### src/verilog/bridge_pkg.sv
package bridge_pkg;

    ////////////////////////////////////////////////////////////
    // Widths
    ////////////////////////////////////////////////////////////
    localparam int addr_width      = 6;    // Byte address, one word per beat
    localparam int data_width      = 128;  // Bus and core word
    localparam int id_width        = 16;
    localparam int fifo_addr_width = 5;    // 32 entries

    ////////////////////////////////////////////////////////////
    // Address map
    ////////////////////////////////////////////////////////////
    localparam logic [addr_width-1:0] addr_fifo = 6'h00;  // Data window, both directions
    localparam logic [addr_width-1:0] addr_ctrl = 6'h10;  // Flush on write, status on read

    // Bus response, AXI encoding
    typedef enum logic [1:0] {
        resp_okay   = 2'b00,
        resp_slverr = 2'b10
    } resp_t;

    // Write side FSM
    typedef enum logic [2:0] {
        wr_idle  = 3'd0,
        wr_data  = 3'd1,  // Beats into transmit FIFO
        wr_flush = 3'd2,  // Beats decoded as flush bits
        wr_drop  = 3'd3,  // Unmapped address, beats discarded
        wr_resp  = 3'd4
    } wr_state_t;

    // Read side FSM
    typedef enum logic [1:0] {
        rd_idle   = 2'd0,
        rd_data   = 2'd1,
        rd_status = 2'd2,
        rd_error  = 2'd3
    } rd_state_t;

    ////////////////////////////////////////////////////////////
    // Channel payloads
    ////////////////////////////////////////////////////////////
    typedef struct packed {
        logic [addr_width-1:0] addr;
        logic [id_width-1:0]   id;
        logic [7:0]            len;   // Beats minus one
    } axi_addr_t;

    typedef struct packed {
        logic [id_width-1:0] id;
        resp_t               resp;
    } axi_b_t;

    typedef struct packed {
        logic [id_width-1:0]   id;
        logic [data_width-1:0] data;
        resp_t                 resp;
        logic                  last;
    } axi_r_t;

endpackage

### src/verilog/sync_fifo.sv
`timescale 1ns/1ps

module sync_fifo #(
    parameter int data_width      = bridge_pkg::data_width,
    parameter int fifo_addr_width = bridge_pkg::fifo_addr_width
) (
    input  logic                     s_axi_aclk,
    input  logic                     s_axi_aresetn,
    input  logic                     clear,
    input  logic                     push,
    input  logic [data_width-1:0]    din,
    input  logic                     pop,
    output logic [data_width-1:0]    head,
    output logic [fifo_addr_width:0] count,
    output logic                     full,
    output logic                     empty
);

    localparam int depth = 2 ** fifo_addr_width;

    logic [data_width-1:0]      mem [depth];
    logic [fifo_addr_width-1:0] wr_ptr;
    logic [fifo_addr_width-1:0] rd_ptr;

    ////////////////////////////////////////////////////////////
    // Storage
    ////////////////////////////////////////////////////////////
    always_ff @(posedge s_axi_aclk) begin
        if (push && !clear) begin
            mem[wr_ptr] <= din;
        end
    end

    assign head  = mem[rd_ptr];   // Show-ahead, oldest word
    assign full  = (count == depth[fifo_addr_width:0]);
    assign empty = (count == '0);

    ////////////////////////////////////////////////////////////
    // Pointers and occupancy
    ////////////////////////////////////////////////////////////
    always_ff @(posedge s_axi_aclk) begin
        if (!s_axi_aresetn || clear) begin   // Clear wins over push and pop
            wr_ptr <= '0;
            rd_ptr <= '0;
            count  <= '0;
        end else begin
            if (push) begin
                wr_ptr <= wr_ptr + 1'b1;   // Wraps at depth
            end
            if (pop) begin
                rd_ptr <= rd_ptr + 1'b1;
            end
            case ({push, pop})
                2'b10:   count <= count + 1'b1;
                2'b01:   count <= count - 1'b1;
                default: count <= count;   // Both or neither
            endcase
        end
    end

    ////////////////////////////////////////////////////////////
    // Producer and consumer must honour the flags
    ////////////////////////////////////////////////////////////
    a_no_overflow : assert property (
        @(posedge s_axi_aclk) disable iff (!s_axi_aresetn)
        push && !clear |-> !full
    ) else $error("sync_fifo push while full");

    a_no_underflow : assert property (
        @(posedge s_axi_aclk) disable iff (!s_axi_aresetn)
        pop && !clear |-> !empty
    ) else $error("sync_fifo pop while empty");

endmodule
### config.mk
export PLATFORM = sky130hd
export DESIGN_NAME = sync_fifo
export DESIGN_NICKNAME = d
export VERILOG_FILES = /design/src/verilog/bridge_pkg.sv /design/src/verilog/sync_fifo.sv
export SDC_FILE = /design/constraint.sdc
export NUM_CORES = 2
export LEC_CHECK = 0
export ABC_CLOCK_PERIOD_IN_PS = 9600
export BUFFER_PORTS_ARGS = -buffer_cell sky130_fd_sc_hd__buf_2
export CAP_MARGIN = 20
export CORE_MARGIN = 4
export CORE_UTILIZATION = 45
export DETAILED_ROUTE_END_ITERATION = 7
export PLACE_DENSITY = 0.68
export SYNTH_ARGS = -nofsm -noshare
export SYNTH_HDL_FRONTEND = slang
export SYNTH_SLANG_ARGS = --single-unit
### constraint.sdc
create_clock -name s_axi_aclk -period 9.6 [get_ports s_axi_aclk]
set_input_delay 2.4 -clock s_axi_aclk [delete_from_list [all_inputs] [get_ports s_axi_aclk]]
set_output_delay 2.4 -clock s_axi_aclk [all_outputs]
set_load 0.01 [all_outputs]
After elaboration in Yosys (flattened, before gate mapping)
Memories as Yosys holds them, arrays and structs flattened. A register that Yosys moved wholly into a read port is not among the register bits.
Index checks and enable logic that the tools add are counted.
{ "word_totals": {"rom_bits": 0, "latchBits": 0, "mem_bits_rw": 4096, "mem_count": 1, "in_bits": 133, "register_bits": 16, "elab_cells": 22, "output_inout_bits": 136} }
{ "classes": {"eq_ne": 3, "reduce_logical": 6, "add_sub_neg": 4, "n_div": 0, "mul": 0, "n_bitwise": 0, "magnitude_cmp": 0, "n_shift": 0, "muxes": 5} }
{ "memory_table": {"columns": ["memory", "words", "word_bits", "read_ports", "rd_ports_with_merged_regs", "wr", "line", "rtl"], "rows": [
  ["mem", 32, 128, 1, 1, 1, "sync_fifo.sv:21", "logic [data_width-1:0] mem [depth];"]
]} }
{ "ops": {"columns": ["operator", "n"], "rows": [
  ["6-bit one-hot mux with 2 select lines", 1],
  ["5-bit by 1-bit adder with 5-bit output (second input constant)", 2],
  ["5-bit 2-to-1 mux", 2],
  ["6-bit by 1-bit adder with 6-bit output (second input constant)", 1],
  ["6-bit equality test (second input constant)", 1],
  ["6-bit logical NOT", 1],
  ["6-bit by 1-bit subtractor with 6-bit output (second input constant)", 1],
  ["2-bit by 1-bit equality test with 1-bit output (second input constant)", 1],
  ["2-bit equality test (second input constant)", 1],
  ["1-bit logical NOT", 2],
  ["1-bit 2-to-1 mux", 2],
  ["2-bit nonzero test", 1],
  ["1-bit logical AND", 1],
  ["1-bit logical OR", 1]
]} }

Depth between registers and ports, before layout
{ "depth": {"depth_word": 4, "ltp_mapped": 11, "mapped_depth_nobuf": 9} }

Least setup slack after synthesis
Ideal clock, no wire load.
{ "synth_path": {"kind": "input to register", "startpoint": "input port push", "endpoint": "memory mem[30][0], enable pin", "cell_stages": 5, "required_ps": 8983, "n_path_buf": 1, "setup_ps": 617, "arrival_ps": 8455, "slack_ps": 528, "path_cell_list": "clkbuf_1 inv_1 nor2_1 nand2_1 nor2_1"} }
{ "synth_between": {"elab_chain_len": 3} }
{ "synth_rtl": {"columns": ["element", "line", "rtl"], "rows": [
  ["start, declared", "sync_fifo.sv:10", "input logic push,"],
  ["1-bit logical AND", "sync_fifo.sv:29", "if (push && !clear) begin"],
  ["1-bit 2-to-1 mux", "sync_fifo.sv:29", null],
  ["1-bit 2-to-1 mux (implied by the code)", "sync_fifo.sv:30", "mem[wr_ptr] <= din;"],
  ["end, declared", "sync_fifo.sv:21", null]
]} }
No other way between the ends.

==> metrics.txt <==
post-CTS sizing=0; sequential share of the synthesized area=between 70% and 80%; Synth Area in Adders=less than 1%; Seq pwr share=between 50% and 60%; Static Leakage=52.1 nW; DR pass1 iterations=8; Final Max Slew Viols=0; root buffer cell=clkbuf_16; WS Path Type=register to output port; multi-input logic area=just over 30000 um2; Worst R2R Setup Slack=about 6.2 ns; Synth-to-Final Area Change=12.6%; layout net count=8109; cells after synthesis=around 7600; worst r2r dst=mem[31][2]; starting density of the core=between 40% and 50%; Post-DP Area=between 150000 and 200000 um2; H-tree level count=5; mux cell area share after synthesis=between 10% and 20%; fmax=133 MHz; hpwl dp=between 150 and 200 mm; vias in the first global route=just under 80000; Setup TNS Final=0 ns; arrival time at the worst endpoint=about 5.1 ns; status=finished clean; max cap viols=0; most common cell after layout, fill and taps aside=edfxtp_1; xor and xnor area share after synthesis=0.0727%; post-detailed-route count of antenna-violating nets=0; via count=just under 80000; Worst Setup Slack, final=roughly 2.1 ns; filler cell count=~27000; share of layout cells above drive strength 1=18.7%; clk slew on worst S/H paths=0.06 ns; slew of the pin with the lowest slew margin=roughly 1.2 ns; Switch Pwr=between 0.007 and 0.008 W; RSZ-0062 raised after global routing=false; Fin Hold WS=roughly 0.54 ns; Port Buffers=268; clk_skew=between 0.06 and 0.07 ns; Power Density=between 200 and 250 nW/um2; Core Area=between 300000 and 400000 um2; # setup viols final=0; Avg Inst Size Synth=approximately 21 um2; drt total wl=between 400 and 500 mm; initial antenna violation count=67; Design Area, Final=between 150000 and 200000 um2; dominant combinational cell family by area after synthesis=multiplexers; Mapped Nets=~7700; FF-to-FF Start=wr_ptr[0]; FF+latch count, synth=about 4100; cell depth of the worst flop-to-flop path=5; first-pass GRT wire length=between 500 and 600 mm; GRT Overall Usage=between 20% and 30%; Compound-Gate Fraction of Synth Area=around 3.6%; setup bufs post-CTS=0; hold_buf cts=0; placed cells=12100; clock period minus worst slack=7.49 ns; Final Hold Fails=0; Sequential Area=between 100000 and 150000 um2; Die X=598 um; number of clock sinks=between 4000 and 5000; switching share of power=slightly above 20%; startpoint types=register; num rows=about 220; Yosys Warn Count=0; largest net degree at the start of global routing=123; most frequent cells in the layout=4096 x edfxtp_1, 1003 x mux2i_1, 593 x a22oi_1, 512 x mux4_2, 413 x clkbuf_16; worst vdd ir=~180 uV; crit path max fanout=38; boundary pin count=approximately 270; Required @ worst endpoint=between 7 and 8 ns; grt ovf=0; die area=358000 um2; TritonCTS clock tree=yes; WL/cell=roughly 32 um; CP endpoint=head[36]; Non-Filler Instances=around 13000; Avg Vias per Cell=6.13; worst rel slew slack=23.0%; Distinct cells, synth=41; DRC=0; 1st-iter DRT viols=9800; final period utilization=roughly four fifths; CTS Buf Count=around 400; Syn Std Cell Area=roughly 160000 um2; clk_lat worst skew=between 0.9 and 1 ns; critical path capture point type=output port; worst hold path class=register to register; gpl congestion=0.747; pre-CTS WS=a little under 3 ns; clock network fraction of total power=42.4%; CTS Buffer Depth=4; Int Power=0.0287 W; Post-Synth Simple-Gate Area=~2.2%; Logic pwr share=roughly 2.7%; Die Ht=598 um
[area by class of cell]
class,instances,area share (%)
Inverter,5,0.0106
Clock inverter,235,1.18
Multi-Input combinational cell,3010,17.7
Sequential cell,4117,70.0
Clock buffer,507,6.06
Tap cell,4578,3.25
Antenna cell,22,0.0312
Timing Repair Buffer,426,1.78
[state kept, by name, summed over array words and instances (netlist names), named ones only]
| name | count |
|---|---|
| mem | 4096 |
| count | 6 |
| rd_ptr | 5 |
| wr_ptr | 5 |
[metrics by stage]
| stage | total power [W] | utilization [%] |
|---|---|---|
| 2_1_floorplan | 0.0207 | - |
| 3_3_place_gp | 0.0211 | 47.1 |
| 3_5_place_dp | 0.0212 | 47.1 |
| 4_1_cts | 0.0363 | 50.8 |
| 5_1_grt | 0.0372 | 50.9 |
| 6_report | 0.0361 | 50.9 |
[power groups by stage]
stage	sequential, W	clock (W)	combinational (W)
global placement	0.0202	0	0.000939
global route	0.0198	0.0163	0.00104
finish	0.0198	0.0153	0.000960
detailed placement	0.0202	0	0.000971
floorplan	0.0202	0	0.000480
CTS	0.0198	0.0155	0.000973
[worst min path at each step]
stage	from	to	slack, ns	cells after the start
detailed placement	rd_ptr[4]	rd_ptr[4]	0.52	2
CTS	rd_ptr[4]	rd_ptr[4]	0.54	2
finish	rd_ptr[4]	rd_ptr[4]	0.54	2
floorplan	rd_ptr[4]	register	0.48	2
global route	rd_ptr[4]	rd_ptr[4]	0.61	2
global placement	count[4]	count[4]	0.52	2
[cells by family after synthesis]
family                     count (synthesis)
buffers and inverters                    449
xor gates and xnor gates                  13
DFF                                     4117
AOI/OAI and AO/OA                        805
adders and majority gates                  8
muxes                                   1515
and+or+nand+nor                          669
[worst max-delay path, cell delays in order (launching register included)]
cell     delay, ns
dfxtp_4       0.50
buf_4         0.69
nor2b_4       0.93
buf_4         0.69
a22oi_1       0.17
nand3_1       0.18
nand4_1       0.49
buf_2         0.34
[Yosys cell counts (all sizes together)]
cell type,n,area share (%)
nor2b,79,0.32
buf,316,1.2
nand2,112,0.27
nand4,133,0.53
o22ai,2,0.0080
and3,2,0.0080
nor4bb,1,0.0064
nand3b,6,0.029
o21ai,3,0.0096
clkbuf,128,0.31
a21o,1,0.0048
a31oi,1,0.0040
and2,4,0.016
a211oi,24,0.12
nor3b,5,0.030
nor4b,2,0.011
or3b,1,0.0056
or4,1,0.0048
a221oi,1,0.0056
inv,5,0.012
and3b,1,0.0056
a22oi,593,2.8
xor2,9,0.050
or3,3,0.012
nand3,257,0.82
dfxtp,21,0.27
ha,8,0.064
nor3,3,0.0096
nor2,53,0.13
edfxtp,4096,79
a21oi,180,0.58
mux2i,1003,6.4
mux4,512,7.4
nand2b,4,0.016
or2,2,0.0080
xnor2,4,0.022
[metal layers]
metal	vias up	track usage, %	share of wire (%)
met5	-	0	0.032
met4	24	6.60	3.0
met3	735	4.25	9.2
met2	3976	36.6	49
met1	42000	31.1	39
li1	32300	-	-
No activity file was read; power rests on OpenSTA's default activity.
