**config.mk**
```make
export PLATFORM = sky130hd
export DESIGN_NAME = axi_write_ctrl
export DESIGN_NICKNAME = d
export VERILOG_FILES = /design/src/verilog/bridge_pkg.sv /design/src/verilog/axi_write_ctrl.sv
export SDC_FILE = /design/constraint.sdc
export NUM_CORES = 1
export LEC_CHECK = 0
export ABC_AREA = 1
export CAP_MARGIN = 20
export CELL_PAD_IN_SITES_DETAIL_PLACEMENT = 1
export CELL_PAD_IN_SITES_GLOBAL_PLACEMENT = 2
export CORE_AREA = 3 3 120 122
export CTS_CLUSTER_DIAMETER = 30
export DETAILED_ROUTE_END_ITERATION = 10
export DIE_AREA = 0 0 123 125
export DONT_BUFFER_PORTS = 1
export PLACE_DENSITY = 0.49
export SYNTH_ARGS = -nofsm -noshare
export SYNTH_HDL_FRONTEND = slang
export SYNTH_SLANG_ARGS = --single-unit
```
**constraint.sdc**
```tcl
create_clock -name s_axi_aclk -period 2.78 [get_ports s_axi_aclk]
set_clock_uncertainty 0.2 [all_clocks]
set_input_delay 0.139 -clock s_axi_aclk [delete_from_list [all_inputs] [get_ports s_axi_aclk]]
set_output_delay 0.139 -clock s_axi_aclk [all_outputs]
set_load 0.05 [all_outputs]
```
**src/verilog/bridge_pkg.sv**
```systemverilog
package bridge_pkg;

    ////////////////////////////////////////////////////////////
    // Widths
    ////////////////////////////////////////////////////////////
    localparam int addr_width      = 6;    // Byte address, one word per beat
    localparam int data_width      = 128;  // Bus and core word
    localparam int id_width        = 16;
    localparam int fifo_addr_width = 5;    // 32 entries

    ////////////////////////////////////////////////////////////
    // Address map
    ////////////////////////////////////////////////////////////
    localparam logic [addr_width-1:0] addr_fifo = 6'h00;  // Data window, both directions
    localparam logic [addr_width-1:0] addr_ctrl = 6'h10;  // Flush on write, status on read

    // Bus response, AXI encoding
    typedef enum logic [1:0] {
        resp_okay   = 2'b00,
        resp_slverr = 2'b10
    } resp_t;

    // Write side FSM
    typedef enum logic [2:0] {
        wr_idle  = 3'd0,
        wr_data  = 3'd1,  // Beats into transmit FIFO
        wr_flush = 3'd2,  // Beats decoded as flush bits
        wr_drop  = 3'd3,  // Unmapped address, beats discarded
        wr_resp  = 3'd4
    } wr_state_t;

    // Read side FSM
    typedef enum logic [1:0] {
        rd_idle   = 2'd0,
        rd_data   = 2'd1,
        rd_status = 2'd2,
        rd_error  = 2'd3
    } rd_state_t;

    ////////////////////////////////////////////////////////////
    // Channel payloads
    ////////////////////////////////////////////////////////////
    typedef struct packed {
        logic [addr_width-1:0] addr;
        logic [id_width-1:0]   id;
        logic [7:0]            len;   // Beats minus one
    } axi_addr_t;

    typedef struct packed {
        logic [id_width-1:0] id;
        resp_t               resp;
    } axi_b_t;

    typedef struct packed {
        logic [id_width-1:0]   id;
        logic [data_width-1:0] data;
        resp_t                 resp;
        logic                  last;
    } axi_r_t;

endpackage

```
**src/verilog/axi_write_ctrl.sv**
```systemverilog
`timescale 1ns/1ps

module axi_write_ctrl #(
    parameter int data_width = bridge_pkg::data_width
) (
    input  logic                  s_axi_aclk,
    input  logic                  s_axi_aresetn,
    // AW
    input  bridge_pkg::axi_addr_t s_axi_aw,
    input  logic                  s_axi_awvalid,
    output logic                  s_axi_awready,
    // W
    input  logic [data_width-1:0] s_axi_wdata,
    input  logic                  s_axi_wvalid,
    input  logic                  s_axi_wlast,
    output logic                  s_axi_wready,
    // B
    output bridge_pkg::axi_b_t    s_axi_b,
    output logic                  s_axi_bvalid,
    input  logic                  s_axi_bready,
    // Transmit FIFO
    output logic                  tx_push,
    output logic [data_width-1:0] tx_din,
    input  logic                  tx_full,
    // Flush pulses to both FIFOs
    output logic                  clear_tx,
    output logic                  clear_rx
);
    import bridge_pkg::*;

    wr_state_t state;
    axi_b_t    b_q;          // Response held from AW until B handshake
    logic      aw_hs;
    logic      w_beat;
    logic      w_last_beat;
    logic      addr_hit;

    assign aw_hs       = s_axi_awvalid && s_axi_awready;
    assign w_beat      = s_axi_wvalid && s_axi_wready;
    assign w_last_beat = w_beat && s_axi_wlast;
    assign addr_hit    = (s_axi_aw.addr == addr_fifo) || (s_axi_aw.addr == addr_ctrl);

    ////////////////////////////////////////////////////////////
    // Handshake outputs
    ////////////////////////////////////////////////////////////
    assign s_axi_awready = (state == wr_idle);
    assign s_axi_wready  = (state == wr_data) ? !tx_full                        // FIFO back-pressure
                         : (state == wr_flush) || (state == wr_drop);           // Always sink
    assign s_axi_bvalid  = (state == wr_resp);   // Rises the cycle after wlast
    assign s_axi_b       = b_q;

    // Beats go straight in, visible in count next cycle
    assign tx_push = w_beat && (state == wr_data);
    assign tx_din  = s_axi_wdata;

    // Flush acts on the closing beat only
    assign clear_tx = w_last_beat && (state == wr_flush) && s_axi_wdata[0];
    assign clear_rx = w_last_beat && (state == wr_flush) && s_axi_wdata[1];

    ////////////////////////////////////////////////////////////
    // FSM
    ////////////////////////////////////////////////////////////
    always_ff @(posedge s_axi_aclk) begin
        if (!s_axi_aresetn) begin
            state <= wr_idle;
        end else begin
            case (state)
                wr_idle: begin
                    if (aw_hs) begin
                        if (s_axi_aw.addr == addr_fifo) begin
                            state <= wr_data;
                        end else if (s_axi_aw.addr == addr_ctrl) begin
                            state <= wr_flush;
                        end else begin
                            state <= wr_drop;   // SLVERR after the burst drains
                        end
                    end
                end
                wr_data, wr_flush, wr_drop: begin
                    if (w_last_beat) begin
                        state <= wr_resp;
                    end
                end
                wr_resp: begin
                    if (s_axi_bready) begin
                        state <= wr_idle;
                    end
                end
                default: state <= wr_idle;
            endcase
        end
    end

    // ID and response decided at AW time
    always_ff @(posedge s_axi_aclk) begin
        if (aw_hs) begin
            b_q.id   <= s_axi_aw.id;
            b_q.resp <= addr_hit ? resp_okay : resp_slverr;
        end
    end

    ////////////////////////////////////////////////////////////
    // B channel must hold through a stall
    ////////////////////////////////////////////////////////////
    a_b_hold : assert property (
        @(posedge s_axi_aclk) disable iff (!s_axi_aresetn)
        s_axi_bvalid && !s_axi_bready |=> s_axi_bvalid && $stable(s_axi_b)
    ) else $error("bvalid or B payload dropped before bready");

endmodule

```
Yosys cells after proc, flatten, opt, wreduce, memory -nomap -nowiden
Index checks and enable logic that the tools add are counted.
{ "totals": {"elab_cells": 33, "ff_bits": 21} }
{ "classes": {"muxes": 8, "n_reduce_logical": 14, "eq_ne": 8} }
{ "ops": {"columns": ["operator", "count"], "rows": [
  ["2-to-1 mux 3 bit", 3],
  ["one-hot mux 3 bit (3 select lines)", 1],
  ["logical AND 1 bit", 7],
  ["equality test 3 x 2 -> 1 bit (second input constant)", 2],
  ["equality test 6 x 5 -> 1 bit (second input constant)", 1],
  ["zero test 6 bit", 1],
  ["2-to-1 mux 2 bit", 2],
  ["!= test 2 x 1 -> 1 bit (second input constant)", 2],
  ["equality test 3 x 1 -> 1 bit (second input constant)", 1],
  ["equality test 3 bit (second input constant)", 1],
  ["zero test 3 bit", 1],
  ["AND reduction 3 bit", 1],
  ["OR reduction 3 bit", 1],
  ["logical OR 1 bit", 2],
  ["2-to-1 mux 1 bit", 2],
  ["!= test 2 bit (second input constant)", 1],
  ["zero test 1 bit", 1]
]} }

Depth between registers and ports, before layout
{ "logic_depth": {"depth_word": 7, "depth_mapped": 8, "ltp_nobuf": 8} }

Least setup slack after synthesis
Ideal clock, no wire load.
{ "synth_path": {"path_type": "flip-flop to flip-flop", "startpoint": "register state[1]", "endpoint": "register b_q, in the netlist s_axi_b[10], enable pin", "n_path_buf": 0, "t_arrival_ns": 1.349, "required_ns": 2.189, "path_slack_ns": 0.841, "path_stages_with_launch": 4, "setup_time_ns": 0.391, "synth_period_minus_slack_ns": 1.939, "path_cell_list": "dfxtp_1 -> nor2_1 -> nand2_1 -> nor2_1"} }
{ "synth_via": {"elab_chain_cells": 2} }
{ "synth_lines": {"columns": ["item", "line_no", "rtl"], "rows": [
  ["start: declaration", "axi_write_ctrl.sv:31", "wr_state_t state;"],
  ["start signal: assignment", "axi_write_ctrl.sv:65", "state <= wr_idle;"],
  ["start signal: assignment", "axi_write_ctrl.sv:71", "state <= wr_data;"],
  ["start signal: assignment", "axi_write_ctrl.sv:73", "state <= wr_flush;"],
  ["zero test 3 bit", "axi_write_ctrl.sv:46", "assign s_axi_awready = (state == wr_idle);"],
  ["logical AND 1 bit", "axi_write_ctrl.sv:38", "assign aw_hs = s_axi_awvalid && s_axi_awready;"],
  ["via aw_hs", "axi_write_ctrl.sv:33", "logic aw_hs;"],
  ["end: declaration", "axi_write_ctrl.sv:32", "axi_b_t b_q;"]
]} }
The timed path passes the listed nets, and every way through them passes these cells.
A chain may end at the register's enable or synchronous reset.

Final worst setup path
{ "layout_path": {"startpoint": "register state[0]", "endpoint": "register state[2]"} }
{ "layout_via": {"elab_chain_cells": 7, "elab_cells_between_ends": 16, "cone_classes": "eq/ne: 7; mux: 2; reduce/logical: 7"} }
{ "layout_lines": {"columns": ["item", "line_no", "rtl"], "rows": [
  ["equality test 3 x 2 -> 1 bit", "axi_write_ctrl.sv:48, axi_write_ctrl.sv:67", null],
  ["logical OR 1 bit", "axi_write_ctrl.sv:48", ": (state == wr_flush) || (state == wr_drop);"],
  ["2-to-1 mux 1 bit", "axi_write_ctrl.sv:47", "assign s_axi_wready = (state == wr_data) ? !tx_full"],
  ["logical AND 1 bit", "axi_write_ctrl.sv:39", "assign w_beat = s_axi_wvalid && s_axi_wready;"],
  ["logical AND 1 bit", "axi_write_ctrl.sv:40", "assign w_last_beat = w_beat && s_axi_wlast;"],
  ["!= test 2 bit (no source line)", null, null],
  ["AND reduction 3 bit (no source line)", null, null]
]} }
Several ways; a longest one is shown, not always the timed one.

==> flow_metrics.py <==
metrics = {
    "drt": {
        "first_iter_violations": 14,
        "viasPerCell": 2.82,
        "first_pass_iters": 4,
        "wl_per_cell_um": 18.0,
        "totalWireLength_mm": 4.90,
        "ant_nets": 0,
        "route.detailed.drc": 0,
        "vias": 767,
    },
    "place": {
        "io_buffers": 0,
        "finalWeightedCongestion": 0.596,
        "hpwl_mm": 4.26,
    },
    "timing": {
        "final.setup.tns_ns": 0,
        "tightest_slew_ns": 0.505,
        "rsz0062_at_grt": "no",
        "period_minus_slack_ns": 2.44,
        "finalSetupViolations": 0,
        "finalMaxSlewViolations": 0,
        "relSlewSlack": 0.663,
        "timing.fmax_mhz": 409,
        "post-route-period-util": 0.879,
        "hold_violations": 0,
    },
    "setup_path": {
        "crit_chain": "nor2_1 -> nor2_2 -> nand4_2 -> dlygate4sd3_1 -> a21boi_1 -> dlygate4sd3_1",
        "critical_path_required_ns": 2.77,
        "critPathSlowestCell": "dlygate4sd3_1",
        "worstPathArrival_ns": 2.43,
        "crit_buf_inv": 2,
        "worst-r2r-setup-slack_ns": 0.34,
        "path_max_fanout": 6,
        "critPathMostFrequentCell": "dlygate4sd3_1",
        "cp-start-kind": "flop",
        "worst_path_largest_cell_delay_ns": 0.60,
        "cp_top_family": "buffers and inverters",
        "worst_setup_path_end_kind": "flop",
        "critPathKind": "flop to flop",
    },
    "cells_and_area": {
        "antenna_cells": 0,
        "syn_to_final_growth_pct": -21.9,
        "nets": 262,
        "drive_gt1_frac": 0.156,
        "post-route-util": 0.103,
    },
    "global_routing": {
        "track_usage": 0.0559,
        "antenna_found_initial": 0,
        "grt_max_degree": 18,
        "overflow": 0,
        "grt_pass1_vias": 868,
        "grt_pass1_wl_mm": 6.17,
    },
    "power": {
        "p_leak_nw": 0.479,
        "irDropWorstVdd_uv": 264,
        "internal-power_mw": 0.786,
        "sw_frac_of_total": 0.411,
        "pwr-share-clk": 0.284,
        "cellPowerDensity_nw_per_um2": 974,
        "p_sw_mw": 0.547,
        "seqPwrFrac": 0.488,
        "p_total_mw": 1.33,
        "combPwrFrac": 0.228,
    },
    "clocking": {
        "clock_latency_ns": 0.25,
        "clockBufferDepth": 2,
        "path_clk_slew_ns": 0.05,
        "h-tree-depth": 1,
        "cts_inserted_buffers": 3,
        "tritoncts": "yes",
        "clk_root_buffer_cell": "clkbuf_16",
        "cts_setup_buffers": 0,
        "cts_sinks": 20,
    },
    "synthesis": {
        "synth_fp_nets": 359,
        "netlist_instances": 194,
        "yosys_warnings": 0,
        "avgSynthCellArea_sq_um": 9.03,
        "synth_area_sq_um": 1750,
        "ys_seq_area_frac": 0.326,
        "ys_seq_elements": 20,
        "yosysUniqueCellTypes": 17,
    },
    "floorplan": {
        "die_x_um": 123,
        "fp.dieArea_sq_um": 15400,
        "die_y_um": 125,
        "num_rows": 42,
        "io_pins": 317,
        "initial_core_util": 0.132,
        "core_sq_um": 13300,
    },
    "job": {
        "max_cap_violations": 0,
    },
    "hold_path": {
        "min_path_type": "primary input to flop",
    },
    "run_status": {
        "outcome": "finished, final reports clean",
    },
}
## cell families after synthesis
| group | share of synthesized area |
|---|---|
| AO/OA/AOI/OAI | 0.0150 |
| other | 0.00214 |
| flip-flops | 0.326 |
| AND/OR/NAND/NOR | 0.0829 |
| buffers and inverters | 0.574 |
## final cells by class
cell class / count / area, sq um
clock inverters: 1 / 30.0
inverters: 10 / 37.5
flip-flops and latches: 20 / 571
repair buffers: 27 / 260
well taps: 176 / 220
fillers: 1540 / 11900
clock buffers: 3 / 75.1
multi-input cells: 35 / 175
## sequential cells by signal, indices dropped and copies added, names as in the netlist
name and flops:
s_axi_b 17, state 3
## layout by cell type, fill, tap and decap left out, drive strengths merged
master	Yosys	routed
dlygate4sd3	0	23
edfxtp	17	17
nor2	12	12
inv	10	10
nand2	8	8
nand3	5	5
buf	129	4
clkbuf	0	3
dfxtp	3	3
nand4	3	3
a21oi	2	2
nand3b	1	1
nor3	1	1
a21boi	1	1
o21ai	1	1
conb	1	1
bufinv	0	1
## power groups by stage
stage	registers, mW	clock network (mW)	logic (mW)
detailed placement	0.658	0	0.279
CTS	0.652	0.385	0.311
floorplan	0.642	0	0.721
finish	0.651	0.379	0.303
global placement	0.656	0	0.276
global route	0.660	0.399	0.339
## metal layers
layer  part of all wire  GRT usage
met1               0.18     0.0245
met2               0.49     0.0997
met3               0.26     0.0610
met4              0.064     0.0417
met5                  0     0.0164
## cell usage after synthesis
master      n  share of area
buf_4     129           0.55
edfxtp_1   17           0.29
nor2_1     11          0.024
nand2_1     8          0.017
inv_1       7          0.015
nand3_1     5          0.014
dfxtp_1     3          0.034
inv_2       3         0.0064
a21oi_1     2         0.0057
nand4_1     2         0.0071
a21boi_1    1         0.0043
conb_1      1         0.0021
nand3b_1    1         0.0043
nand4_2     1         0.0071
nor2_2      1         0.0036
nor3_2      1         0.0057
o21ai_2     1         0.0050
## metrics by stage
stage	cell area, sq um	instances	hold WS (ns)	setup WS, ns
global route	1370	272	0.0781	0.255
CTS	1370	272	0.0626	0.383
floorplan	1750	194	0.0379	0.841
finish	1370	272	0.0472	0.336
detailed placement	1030	245	0.0380	0.969
global placement	1030	245	0.0380	0.968
## worst register-to-register path, cell delays in order, from the launching register on
cell           delay, ns
dfxtp_1             0.46
nor2_1              0.10
nor2_2              0.18
nand4_2             0.16
dlygate4sd3_1       0.60
a21boi_1            0.13
dlygate4sd3_1       0.56
## worst paths after layout
path | from | endpoint | cells past startpoint
min | s_axi_aw[28] | state[0] | 5
max reg2reg | state[0] | state[2] | 6
max | state[0] | state[2] | 6
min reg2reg | state[1] | state[1] | 2
## what timing repair did
| action | in CTS | in global routing |
|---|---|---|
| hold endpoints to repair | 20 | 0 |
| hold buffers | 23 | 0 |
| setup endpoints to repair | 0 | 0 |
| resized for setup | 0 | 0 |
(Power assumes the default switching activity.)
