`src/verilog/bridge_pkg.sv`:
```
package bridge_pkg;

    ////////////////////////////////////////////////////////////
    // Widths
    ////////////////////////////////////////////////////////////
    localparam int addr_width      = 6;    // Byte address, one word per beat
    localparam int data_width      = 128;  // Bus and core word
    localparam int id_width        = 16;
    localparam int fifo_addr_width = 5;    // 32 entries

    ////////////////////////////////////////////////////////////
    // Address map
    ////////////////////////////////////////////////////////////
    localparam logic [addr_width-1:0] addr_fifo = 6'h00;  // Data window, both directions
    localparam logic [addr_width-1:0] addr_ctrl = 6'h10;  // Flush on write, status on read

    // Bus response, AXI encoding
    typedef enum logic [1:0] {
        resp_okay   = 2'b00,
        resp_slverr = 2'b10
    } resp_t;

    // Write side FSM
    typedef enum logic [2:0] {
        wr_idle  = 3'd0,
        wr_data  = 3'd1,  // Beats into transmit FIFO
        wr_flush = 3'd2,  // Beats decoded as flush bits
        wr_drop  = 3'd3,  // Unmapped address, beats discarded
        wr_resp  = 3'd4
    } wr_state_t;

    // Read side FSM
    typedef enum logic [1:0] {
        rd_idle   = 2'd0,
        rd_data   = 2'd1,
        rd_status = 2'd2,
        rd_error  = 2'd3
    } rd_state_t;

    ////////////////////////////////////////////////////////////
    // Channel payloads
    ////////////////////////////////////////////////////////////
    typedef struct packed {
        logic [addr_width-1:0] addr;
        logic [id_width-1:0]   id;
        logic [7:0]            len;   // Beats minus one
    } axi_addr_t;

    typedef struct packed {
        logic [id_width-1:0] id;
        resp_t               resp;
    } axi_b_t;

    typedef struct packed {
        logic [id_width-1:0]   id;
        logic [data_width-1:0] data;
        resp_t                 resp;
        logic                  last;
    } axi_r_t;

endpackage

```
`src/verilog/axi_read_ctrl.sv`:
```
`timescale 1ns/1ps

module axi_read_ctrl #(
    parameter int data_width      = bridge_pkg::data_width,
    parameter int fifo_addr_width = bridge_pkg::fifo_addr_width
) (
    input  logic                     s_axi_aclk,
    input  logic                     s_axi_aresetn,
    // AR
    input  bridge_pkg::axi_addr_t    s_axi_ar,
    input  logic                     s_axi_arvalid,
    output logic                     s_axi_arready,
    // R
    output bridge_pkg::axi_r_t       s_axi_r,
    output logic                     s_axi_rvalid,
    input  logic                     s_axi_rready,
    // Receive FIFO
    input  logic [data_width-1:0]    rx_head,
    input  logic [fifo_addr_width:0] rx_count,
    output logic                     rx_pop
);
    import bridge_pkg::*;

    rd_state_t         state;
    logic [id_width-1:0] id_q;
    logic [7:0]        beats_left;   // Remaining beats minus one
    logic              status_q;     // Non-empty flag sampled at AR
    logic              ar_hs;
    logic              burst_fits;

    assign ar_hs = s_axi_arvalid && s_axi_arready;
    // Same as len+1 <= count without the carry
    assign burst_fits = (s_axi_ar.len < rx_count);

    ////////////////////////////////////////////////////////////
    // R channel
    ////////////////////////////////////////////////////////////
    assign s_axi_arready = (state == rd_idle);
    assign s_axi_rvalid  = (state != rd_idle);
    assign rx_pop        = (state == rd_data) && s_axi_rready;   // One word per accepted beat

    always_comb begin
        s_axi_r.id   = id_q;
        s_axi_r.resp = (state == rd_error) ? resp_slverr : resp_okay;
        s_axi_r.last = (state != rd_data) || (beats_left == 8'd0);  // Single-beat replies
        case (state)
            rd_data:   s_axi_r.data = rx_head;
            rd_status: s_axi_r.data = {{(data_width-1){1'b0}}, status_q};
            default:   s_axi_r.data = '0;
        endcase
    end

    ////////////////////////////////////////////////////////////
    // FSM
    ////////////////////////////////////////////////////////////
    always_ff @(posedge s_axi_aclk) begin
        if (!s_axi_aresetn) begin
            state <= rd_idle;
        end else begin
            case (state)
                rd_idle: begin
                    if (ar_hs) begin
                        if (s_axi_ar.addr == addr_ctrl) begin
                            state <= rd_status;
                        end else if (s_axi_ar.addr == addr_fifo && burst_fits) begin
                            state <= rd_data;
                        end else begin
                            state <= rd_error;   // Bad address or underflow leaves FIFO untouched
                        end
                    end
                end
                rd_data: begin
                    if (s_axi_rready && beats_left == 8'd0) begin
                        state <= rd_idle;
                    end
                end
                rd_status, rd_error: begin
                    if (s_axi_rready) begin
                        state <= rd_idle;
                    end
                end
                default: state <= rd_idle;
            endcase
        end
    end

    // Request payload captured at AR
    always_ff @(posedge s_axi_aclk) begin
        if (ar_hs) begin
            id_q       <= s_axi_ar.id;
            beats_left <= s_axi_ar.len;
            status_q   <= (rx_count != '0);   // Frozen so R stays stable
        end else if (rx_pop) begin
            beats_left <= beats_left - 8'd1;
        end
    end

    ////////////////////////////////////////////////////////////
    // Pops only on accepted data beats with enough words left
    ////////////////////////////////////////////////////////////
    a_pop_on_beat : assert property (
        @(posedge s_axi_aclk) disable iff (!s_axi_aresetn)
        rx_pop |-> s_axi_rvalid && s_axi_rready && (state == rd_data) && (rx_count > beats_left)
    ) else $error("rx FIFO popped outside an accepted data beat");

endmodule

```
`config.mk`:
```
export PLATFORM = sky130hd
export DESIGN_NAME = axi_read_ctrl
export DESIGN_NICKNAME = d
export VERILOG_FILES = /design/src/verilog/bridge_pkg.sv /design/src/verilog/axi_read_ctrl.sv
export SDC_FILE = /design/constraint.sdc
export NUM_CORES = 1
export LEC_CHECK = 0
export ABC_CLOCK_PERIOD_IN_PS = 5100
export BUFFER_PORTS_ARGS = -buffer_cell sky130_fd_sc_hd__buf_4
export CORE_AREA = 4 4 122 124
export DETAILED_ROUTE_END_ITERATION = 12
export DIE_AREA = 0 0 126 128
export GPL_TIMING_DRIVEN = 0
export MAX_ROUTING_LAYER = met4
export SETUP_SLACK_MARGIN = 0.05
export SYNTH_ARGS = -nofsm -noshare
export SYNTH_HDL_FRONTEND = slang
export SYNTH_SLANG_ARGS = --single-unit
export TNS_END_PERCENT = 100
```
`constraint.sdc`:
```
create_clock -name s_axi_aclk -period 5.1 [get_ports s_axi_aclk]
set_input_delay 1.02 -clock s_axi_aclk [delete_from_list [all_inputs] [get_ports s_axi_aclk]]
set_output_delay 1.02 -clock s_axi_aclk [all_outputs]
set_load 0.02 [all_outputs]
```
# Yosys cells after proc, flatten, opt, wreduce, memory -nomap -nowiden
# Index checks and enable logic that the tools add are counted.
word_totals:
  ff_bits: 27
  inputBits: 168
  out_inout_bits: 150
classes:
  addsub: 1
  n_lt_le_gt_ge: 1
  eq_ne: 8
  n_mux: 10
  n_reduce_logical: 13
ops:
  columns: ["cell", "n"]
  rows:
  - ["one-hot mux 128 bit (2 select lines)", 1]
  - ["two-way mux 8 bit", 2]
  - ["two-way mux 2 bit", 6]
  - ["logical NOT 8 bit", 1]
  - ["< comparator 8 x 6 -> 1 bit", 1]
  - ["subtractor 8 x 1 -> 8 bit (second input constant)", 1]
  - ["equality test 6 x 5 -> 1 bit (second input constant)", 1]
  - ["logical NOT 6 bit", 1]
  - ["!= test 2 x 1 -> 1 bit (second input constant)", 3]
  - ["one-hot mux 2 bit (3 select lines)", 1]
  - ["nonzero test 6 bit", 1]
  - ["equality test 2 bit (second input constant)", 2]
  - ["logical AND 1 bit", 4]
  - ["nonzero test 2 bit", 2]
  - ["AND reduction 3 bit", 1]
  - ["equality test 2 x 1 -> 1 bit (second input constant)", 1]
  - ["logical NOT 2 bit", 1]
  - ["!= test 2 bit (second input constant)", 1]
  - ["OR reduction 2 bit", 1]
  - ["logical OR 1 bit", 1]

# Logic depth before layout (Yosys ltp)
# Gate-level depths: netlist of run 1.
logic_depth:
  ltp_word: 6
  depth_mapped: 6

# Worst setup path after synthesis of run 1
# No wires, ideal clock.
synth_path:
  kind: "input -> output"
  startpoint: "input port rx_head[0]"
  endpoint: "output port s_axi_r[3] in the netlist's numbering"
  arrival_time_ns: 1.389
  required_time_ns: 4.080
  setup_slack_ns: 2.691
  cell_stages: 2
  n_path_buf: 0
  cell_sequence: "a22oi_1 > nor2b_1"
synth_rtl:
  columns: ["element", "line", "rtl"]
  rows:
  - ["from (decl)", "axi_read_ctrl.sv:18", "input logic [data_width-1:0] rx_head,"]
  - ["to (decl)", "axi_read_ctrl.sv:14", "output bridge_pkg::axi_r_t s_axi_r,"]

==> results of run 1 <==
## area by class of cell
cell class,instances,area (µm²),area share [%]
Clock inverter,1,5.00,0.103
Inverter,13,48.8,1.00
Multi-Input combinational cell,199,1300,26.6
Sequential cell,27,791,16.2
Buffer,16,63.8,1.31
Timing Repair Buffer,316,2370,48.6
Tap cell,180,225,4.61
Clock buffer,3,75.1,1.54
## flip-flops by register name, summed over array words and instances, names as in the netlist
signal      cells
id_q           16
beats_left      8
state           2
status_q        1
## through the flow
step           util, %  worst slack, ns
2_1_floorplan        -             2.69
3_3_place_gp      34.9             2.24
3_5_place_dp      34.9             2.17
4_1_cts           35.4             1.89
5_1_grt           35.4             1.68
6_report          35.4             1.99
## power by group through the flow
| stage | logic (µW) | clock network (µW) | registers [µW] |
|---|---|---|---|
| global placement | 948 | 0 | 349 |
| detailed placement | 955 | 0 | 352 |
| CTS | 958 | 180 | 347 |
| global route | 1020 | 192 | 353 |
| finish | 939 | 174 | 346 |
| floorplan | 463 | 0 | 370 |
## metal layers
layer | up-vias | global-route usage (%)
met5 | - | -
met4 | 0 | 2.90
met3 | 10 | 4.42
met2 | 172 | 26.9
met1 | 1284 | 16.7
li1 | 1453 | -
## critical path, stage by stage, from the launching register on
cell and delay, ns:
dfxtp_1 0.35, inv_1 0.09, ha_1 0.24, clkbuf_1 0.45
clkbuf_1 0.34, and2_1 0.21, buf_4 0.15
## logic make-up after synthesis
group / Yosys count / synth area share, %
and+or+nand+nor: 163 / 44.9
buffers and inverters: 29 / 5.11
DFF: 27 / 35.9
AOI/OAI and AO/OA: 18 / 5.34
adders and majority gates: 11 / 6.25
xor gates and xnor gates: 6 / 2.39
other: 1 / 0.170
## final timing paths
check	end	startpoint	slack (ns)
setup / recovery	s_axi_r[22]	state[1]$_SDFFE_PN0P_	1.99
hold / removal	state[0]$_SDFFE_PN0P_	state[0]$_SDFFE_PN0P_	0.52
setup reg to reg	beats_left[5]$_DFFE_PP_	state[1]$_SDFFE_PN0P_	3.01
hold reg to reg	state[0]$_SDFFE_PN0P_	state[0]$_SDFFE_PN0P_	0.52
## cell usage after synthesis
master | number | area [µm²]
and2_1 | 128 | 801
edfxtp_1 | 25 | 751
clkbuf_1 | 15 | 56.3
inv_1 | 13 | 48.8
ha_1 | 11 | 138
nor2_1 | 11 | 41.3
a21oi_1 | 10 | 50.1
nand2_1 | 10 | 37.5
nor4_1 | 3 | 18.8
xnor2_1 | 3 | 26.3
xor2_1 | 3 | 26.3
dfxtp_1 | 2 | 40.0
nand3_1 | 2 | 10.0
nor2b_1 | 2 | 12.5
o32ai_1 | 2 | 17.5
a211oi_1 | 1 | 7.51
a22oi_1 | 1 | 7.51
a22oi_2 | 1 | 12.5
and3b_1 | 1 | 8.76
buf_4 | 1 | 7.51
conb_1 | 1 | 3.75
nand4b_1 | 1 | 8.76
nor3_1 | 1 | 5.00
nor3b_1 | 1 | 7.51
nor4_4 | 1 | 21.3
nor4bb_1 | 1 | 10.0
o211a_1 | 1 | 10.0
o21ai_0 | 1 | 5.00
o21bai_1 | 1 | 7.51
or2_2 | 1 | 6.26
==> impl_metrics.csv, run 1 <==
group,metric,value,unit
run_status,run_status,"complete, no violations",
drt,wl_met3,1.17,mm
power_and_ir_drop,switching_power,624,µW
cells_and_area,diodes,0,
global_routing,grt_pass1_wl,18.2,mm
cts,post_cts_resized,0,
placed_design,portBuffers,316,
placed_design,dp.cells,751,
yosys,ys_ff_latch,27,
floorplanning,fp.dieW,126,µm
cts,root_buffer,"clkbuf_16",
setup_path,cp_max_fo,10,
drt,wl_per_cell,16.8,µm
global_routing,grt_remaining_overflow,0,
cts,cts.sinks,27,
timing,maxSlewHeadroom,54.4,%
cts,clockBufferDepth,2,
drt,vias,2919,
yosys,ys_warn_count,0,
timing,fin_skew,0.00421,ns
drt,via_per_inst,3.87,
cts,cts_max_level,1,
timing,rsz0062_at_grt,"false",
cells_and_area,layout_commonest_cell,"buf_4",
drt,highest_layer,"met4",
yosys,synthDistinctLibCells,30,
placed_design,hpwl,11.8,mm
drt,wl_met1,4.82,mm
floorplanning,core,13800,µm²
setup_path,critPathRequiredTime,4.08,ns
floorplanning,io_pins,318,
yosys,yosysSeqAreaShare,35.9,%
drt,routed-wl-met2,6.51,mm
power_and_ir_drop,peakVddDrop,0.123,mV
cells_and_area,layout_common_cells,"buf_4, and2_1, edfxtp_1, clkbuf_1, inv_1",
global_routing,antenna_found_initial,0,
setup_path,endpoint_kind,"output pin",
yosys,syn_area,2200,µm²
power_and_ir_drop,netSwitchingFraction,42.7,%
placed_design,placed_area,4800,µm²
power_and_ir_drop,p_per_area,299,nW/µm²
job,maxCapViolations,0,
floorplanning,fp-row-count,43,
timing,max_freq,321,MHz
cells_and_area,syn2layout_area_growth,122,%
yosys,avgSynthCellArea,8.64,µm²
power_and_ir_drop,leakagePower,0.00255,µW
min_path,holdPathStages,2,
drt,firstDrtPassIters,4,
global_routing,grt_usage,15.0,%
cells_and_area,nFillCells,1453,
setup_path,r2r_cells,5,
cts,hold_buffers,0,
power_and_ir_drop,p_int,835,µW
cts,clk_latency,0.26,ns
timing,final_hold_viol_count,0,
drt,ant_nets,0,
floorplanning,dieArea,16100,µm²
timing,fin_crit_sh,61.1,%
floorplanning,die_h,128,µm
min_path,worstHoldPathType,"reg2reg",
cells_and_area,nNetsFinal,755,
timing,setup_tns,0,ns
drt,wirelength,12.7,mm
drt,drc,0,
cts,cts_tree,"done",
setup_path,worst-setup-path-type,"reg2out",
cts,clk_pin_slew,0.07,ns
cells_and_area,layout-drive-gt1-share,56.3,%
cts,cts_setup_buffers,0,
power_and_ir_drop,power_frac_comb,64.3,%
cells_and_area,final_cell_area,4880,µm²
cells_and_area,instances_no_fill,755,
floorplanning,initial_core_util,16.0,%
yosys,synth_fp_nets,434,
global_routing,grt_pass1_vias,3129,
drt,drtIter0Drc,41,
yosys,synthCells,255,
power_and_ir_drop,seq_power_share,23.7,%
global_routing,grt_max_degree,20,
power_and_ir_drop,clkPwrFrac,11.9,%
timing,setup_viol,0,
cts,cts_buffers,3,
setup_path,cp.arrival,2.09,ns
placed_design,place.gp.congestion,0.911,
timing,whs,0.522,ns
setup_path,cp-start-kind,"register",
timing,layout_min_cycle_time,3.11,ns
power_and_ir_drop,p_total,1460,µW
timing,tightest_slew,0.683,ns
timing,slew_violations,0,
Note: power is estimated with default switching activity, not from simulation.
==> run 2, diff against run 1 <==
Settings changed: ABC_CLOCK_PERIOD_IN_PS 5100 to 2900.
Clock period 5.1 ns to 2.9 ns, I/O delays scaled along.
==> impl_metrics.csv, run 2 (synthesis gave the netlist of run 1 again) <==
group,metric,value,unit
run_status,run_status,"complete, no violations",
setup_path,cp-start-kind,"register",
setup_path,cp.arrival,1.95,ns
global_routing,grt_pass1_wl,18.2,mm
timing,maxSlewHeadroom,54.4,%
cts,cts.sinks,27,
global_routing,grt_pass1_vias,3129,
setup_path,cp_slowest_cell,"clkbuf_1",
placed_design,hpwl,11.8,mm
global_routing,grt_max_degree,20,
cells_and_area,layout_commonest_cell,"buf_4",
cells_and_area,nNetsFinal,755,
setup_path,cp_cell_sequence,"inv_1 -> ha_1 -> clkbuf_1 -> clkbuf_1 -> and2_1 -> buf_4",
min_path,hold_start,"s_axi_ar[8]",
cts,cts_tree,"done",
floorplanning,dieArea,16100,µm²
cts,clockBufferDepth,2,
global_routing,grt_usage,15.0,%
placed_design,placed_area,4800,µm²
setup_path,critPathLaunch,"state[1]$_SDFFE_PN0P_",
cts,clk_pin_slew,0.07,ns
timing,final_hold_viol_count,0,
cells_and_area,nFillCells,1454,
setup_path,max_stage_delay,0.36,ns
cts,clk_latency,0.26,ns
setup_path,worst_r2r_startpoint,"state[1]$_SDFFE_PN0P_",
setup_path,r2r_setup_slack,0.80,ns
floorplanning,fp-row-count,43,
setup_path,cp_max_fo,10,
global_routing,grt_remaining_overflow,0,
setup_path,endpoint_kind,"output pin",
setup_path,r2r_cells,5,
cts,post_cts_resized,0,
cells_and_area,syn2layout_area_growth,122,%
drt,wl_per_cell,16.8,µm
cts,root_buffer,"clkbuf_16",
floorplanning,fp.dieW,126,µm
cells_and_area,diodes,0,
cells_and_area,final_cell_area,4880,µm²
timing,fin_skew,0.00419,ns
placed_design,place.gp.congestion,0.911,
timing,setup_viol,0,
cells_and_area,largest_reg_flops,16,
timing,tightest_slew,0.683,ns
drt,drtIter0Drc,41,
drt,ant_nets,0,
drt,firstDrtPassIters,4,
cts,cts_max_level,1,
placed_design,place_ws,0.409,ns
cells_and_area,reg_top3,"id_q (16), beats_left (8), state (2)",
timing,fin_ws,0.366,ns
timing,fin_crit_sh,87.4,%
setup_path,critPathRequiredTime,2.32,ns
timing,max_freq,395,MHz
cells_and_area,multi_input_area,1300,µm²
setup_path,cpMostUsedCell,"clkbuf_1",
floorplanning,io_pins,318,
cts,cts_buffers,3,
setup_path,worst-setup-path-type,"reg2out",
drt,via_per_inst,3.87,
cells_and_area,top_register,"id_q",
drt,wirelength,12.7,mm
cells_and_area,seqCellArea,791,µm²
cts,cts_setup_buffers,0,
job,maxCapViolations,0,
floorplanning,core,13800,µm²
floorplanning,die_h,128,µm
cells_and_area,layout_common_cells,"buf_4, and2_1, edfxtp_1, clkbuf_1, inv_1",
global_routing,antenna_found_initial,0,
cells_and_area,layout-drive-gt1-share,56.5,%
timing,slew_violations,0,
floorplanning,initial_core_util,16.0,%
timing,layout_min_cycle_time,2.53,ns
placed_design,dp.cells,751,
drt,drc,0,
timing,setup_tns,0,ns
placed_design,portBuffers,316,
cells_and_area,instances_no_fill,755,
power_and_ir_drop,peakVddDrop,0.216,mV
min_path,worstHoldPathType,"in2reg",
timing,rsz0062_at_grt,"false",
timing,whs,0.498,ns
min_path,holdPathStages,1,
min_path,hold_path_end,"id_q[0]$_DFFE_PP_",
cts,hold_buffers,0,
power_and_ir_drop,p_per_area,526,nW/µm²
power_and_ir_drop,leakagePower,0.00255,µW
drt,vias,2921,
setup_path,r2r_end,"beats_left[5]$_DFFE_PP_",
[run 2: cell counts in the layout (fill, tap and decap cells not counted)]
No cell type changed its count.
[run 2: worst max-delay path by stage]
stage	to	cells past startpoint	slack (ns)
2_1_floorplan	beats_left[0]$_DFFE_PP_	5	0.99
4_1_cts	s_axi_r[22]	6	0.13
6_report	s_axi_r[109]	6	0.37
5_1_grt	s_axi_r[119]	6	0.13
3_5_place_dp	s_axi_r[22]	6	0.41
3_3_place_gp	s_axi_r[34]	6	0.48
[run 2: report_power, final]
| group | switching (µW) | total, µW | internal [µW] |
|---|---|---|---|
| registers | 63.1 | 609 | 546 |
| logic | 913 | 1650 | 738 |
| clock network | 120 | 306 | 186 |
[run 2: per-stage QoR]
step | util (%) | power [µW]
after floorplan | - | 1470
after global placement | 34.9 | 2280
after detailed placement | 34.9 | 2300
after CTS | 35.4 | 2610
after global routing | 35.4 | 2740
final | 35.4 | 2570
[run 2: metal layers]
metal | global-route usage (%) | wire length (µm) | up-vias
met2 | 26.9 | 6510 | 172
met3 | 4.42 | 1170 | 10
li1 | - | - | 1455
met5 | - | 0 | -
met4 | 2.90 | 206 | 0
met1 | 16.7 | 4820 | 1284
[run 2: layout make-up]
cell class / count / share of cell area [%]
Sequential cell: 27 / 16.2
Buffer: 16 / 1.33
Tap cell: 180 / 4.61
Clock buffer: 3 / 1.54
Inverter: 13 / 0.999
Clock inverter: 1 / 0.103
Timing Repair Buffer: 316 / 48.6
Multi-Input combinational cell: 199 / 26.6
[run 2: critical path, delay by kind of cell (launching register included)]
family / cells / cell delay [ns]
and+or+nand+nor: 1 / 0.20
DFF: 1 / 0.35
buffers and inverters: 4 / 0.90
adders and majority gates: 1 / 0.24
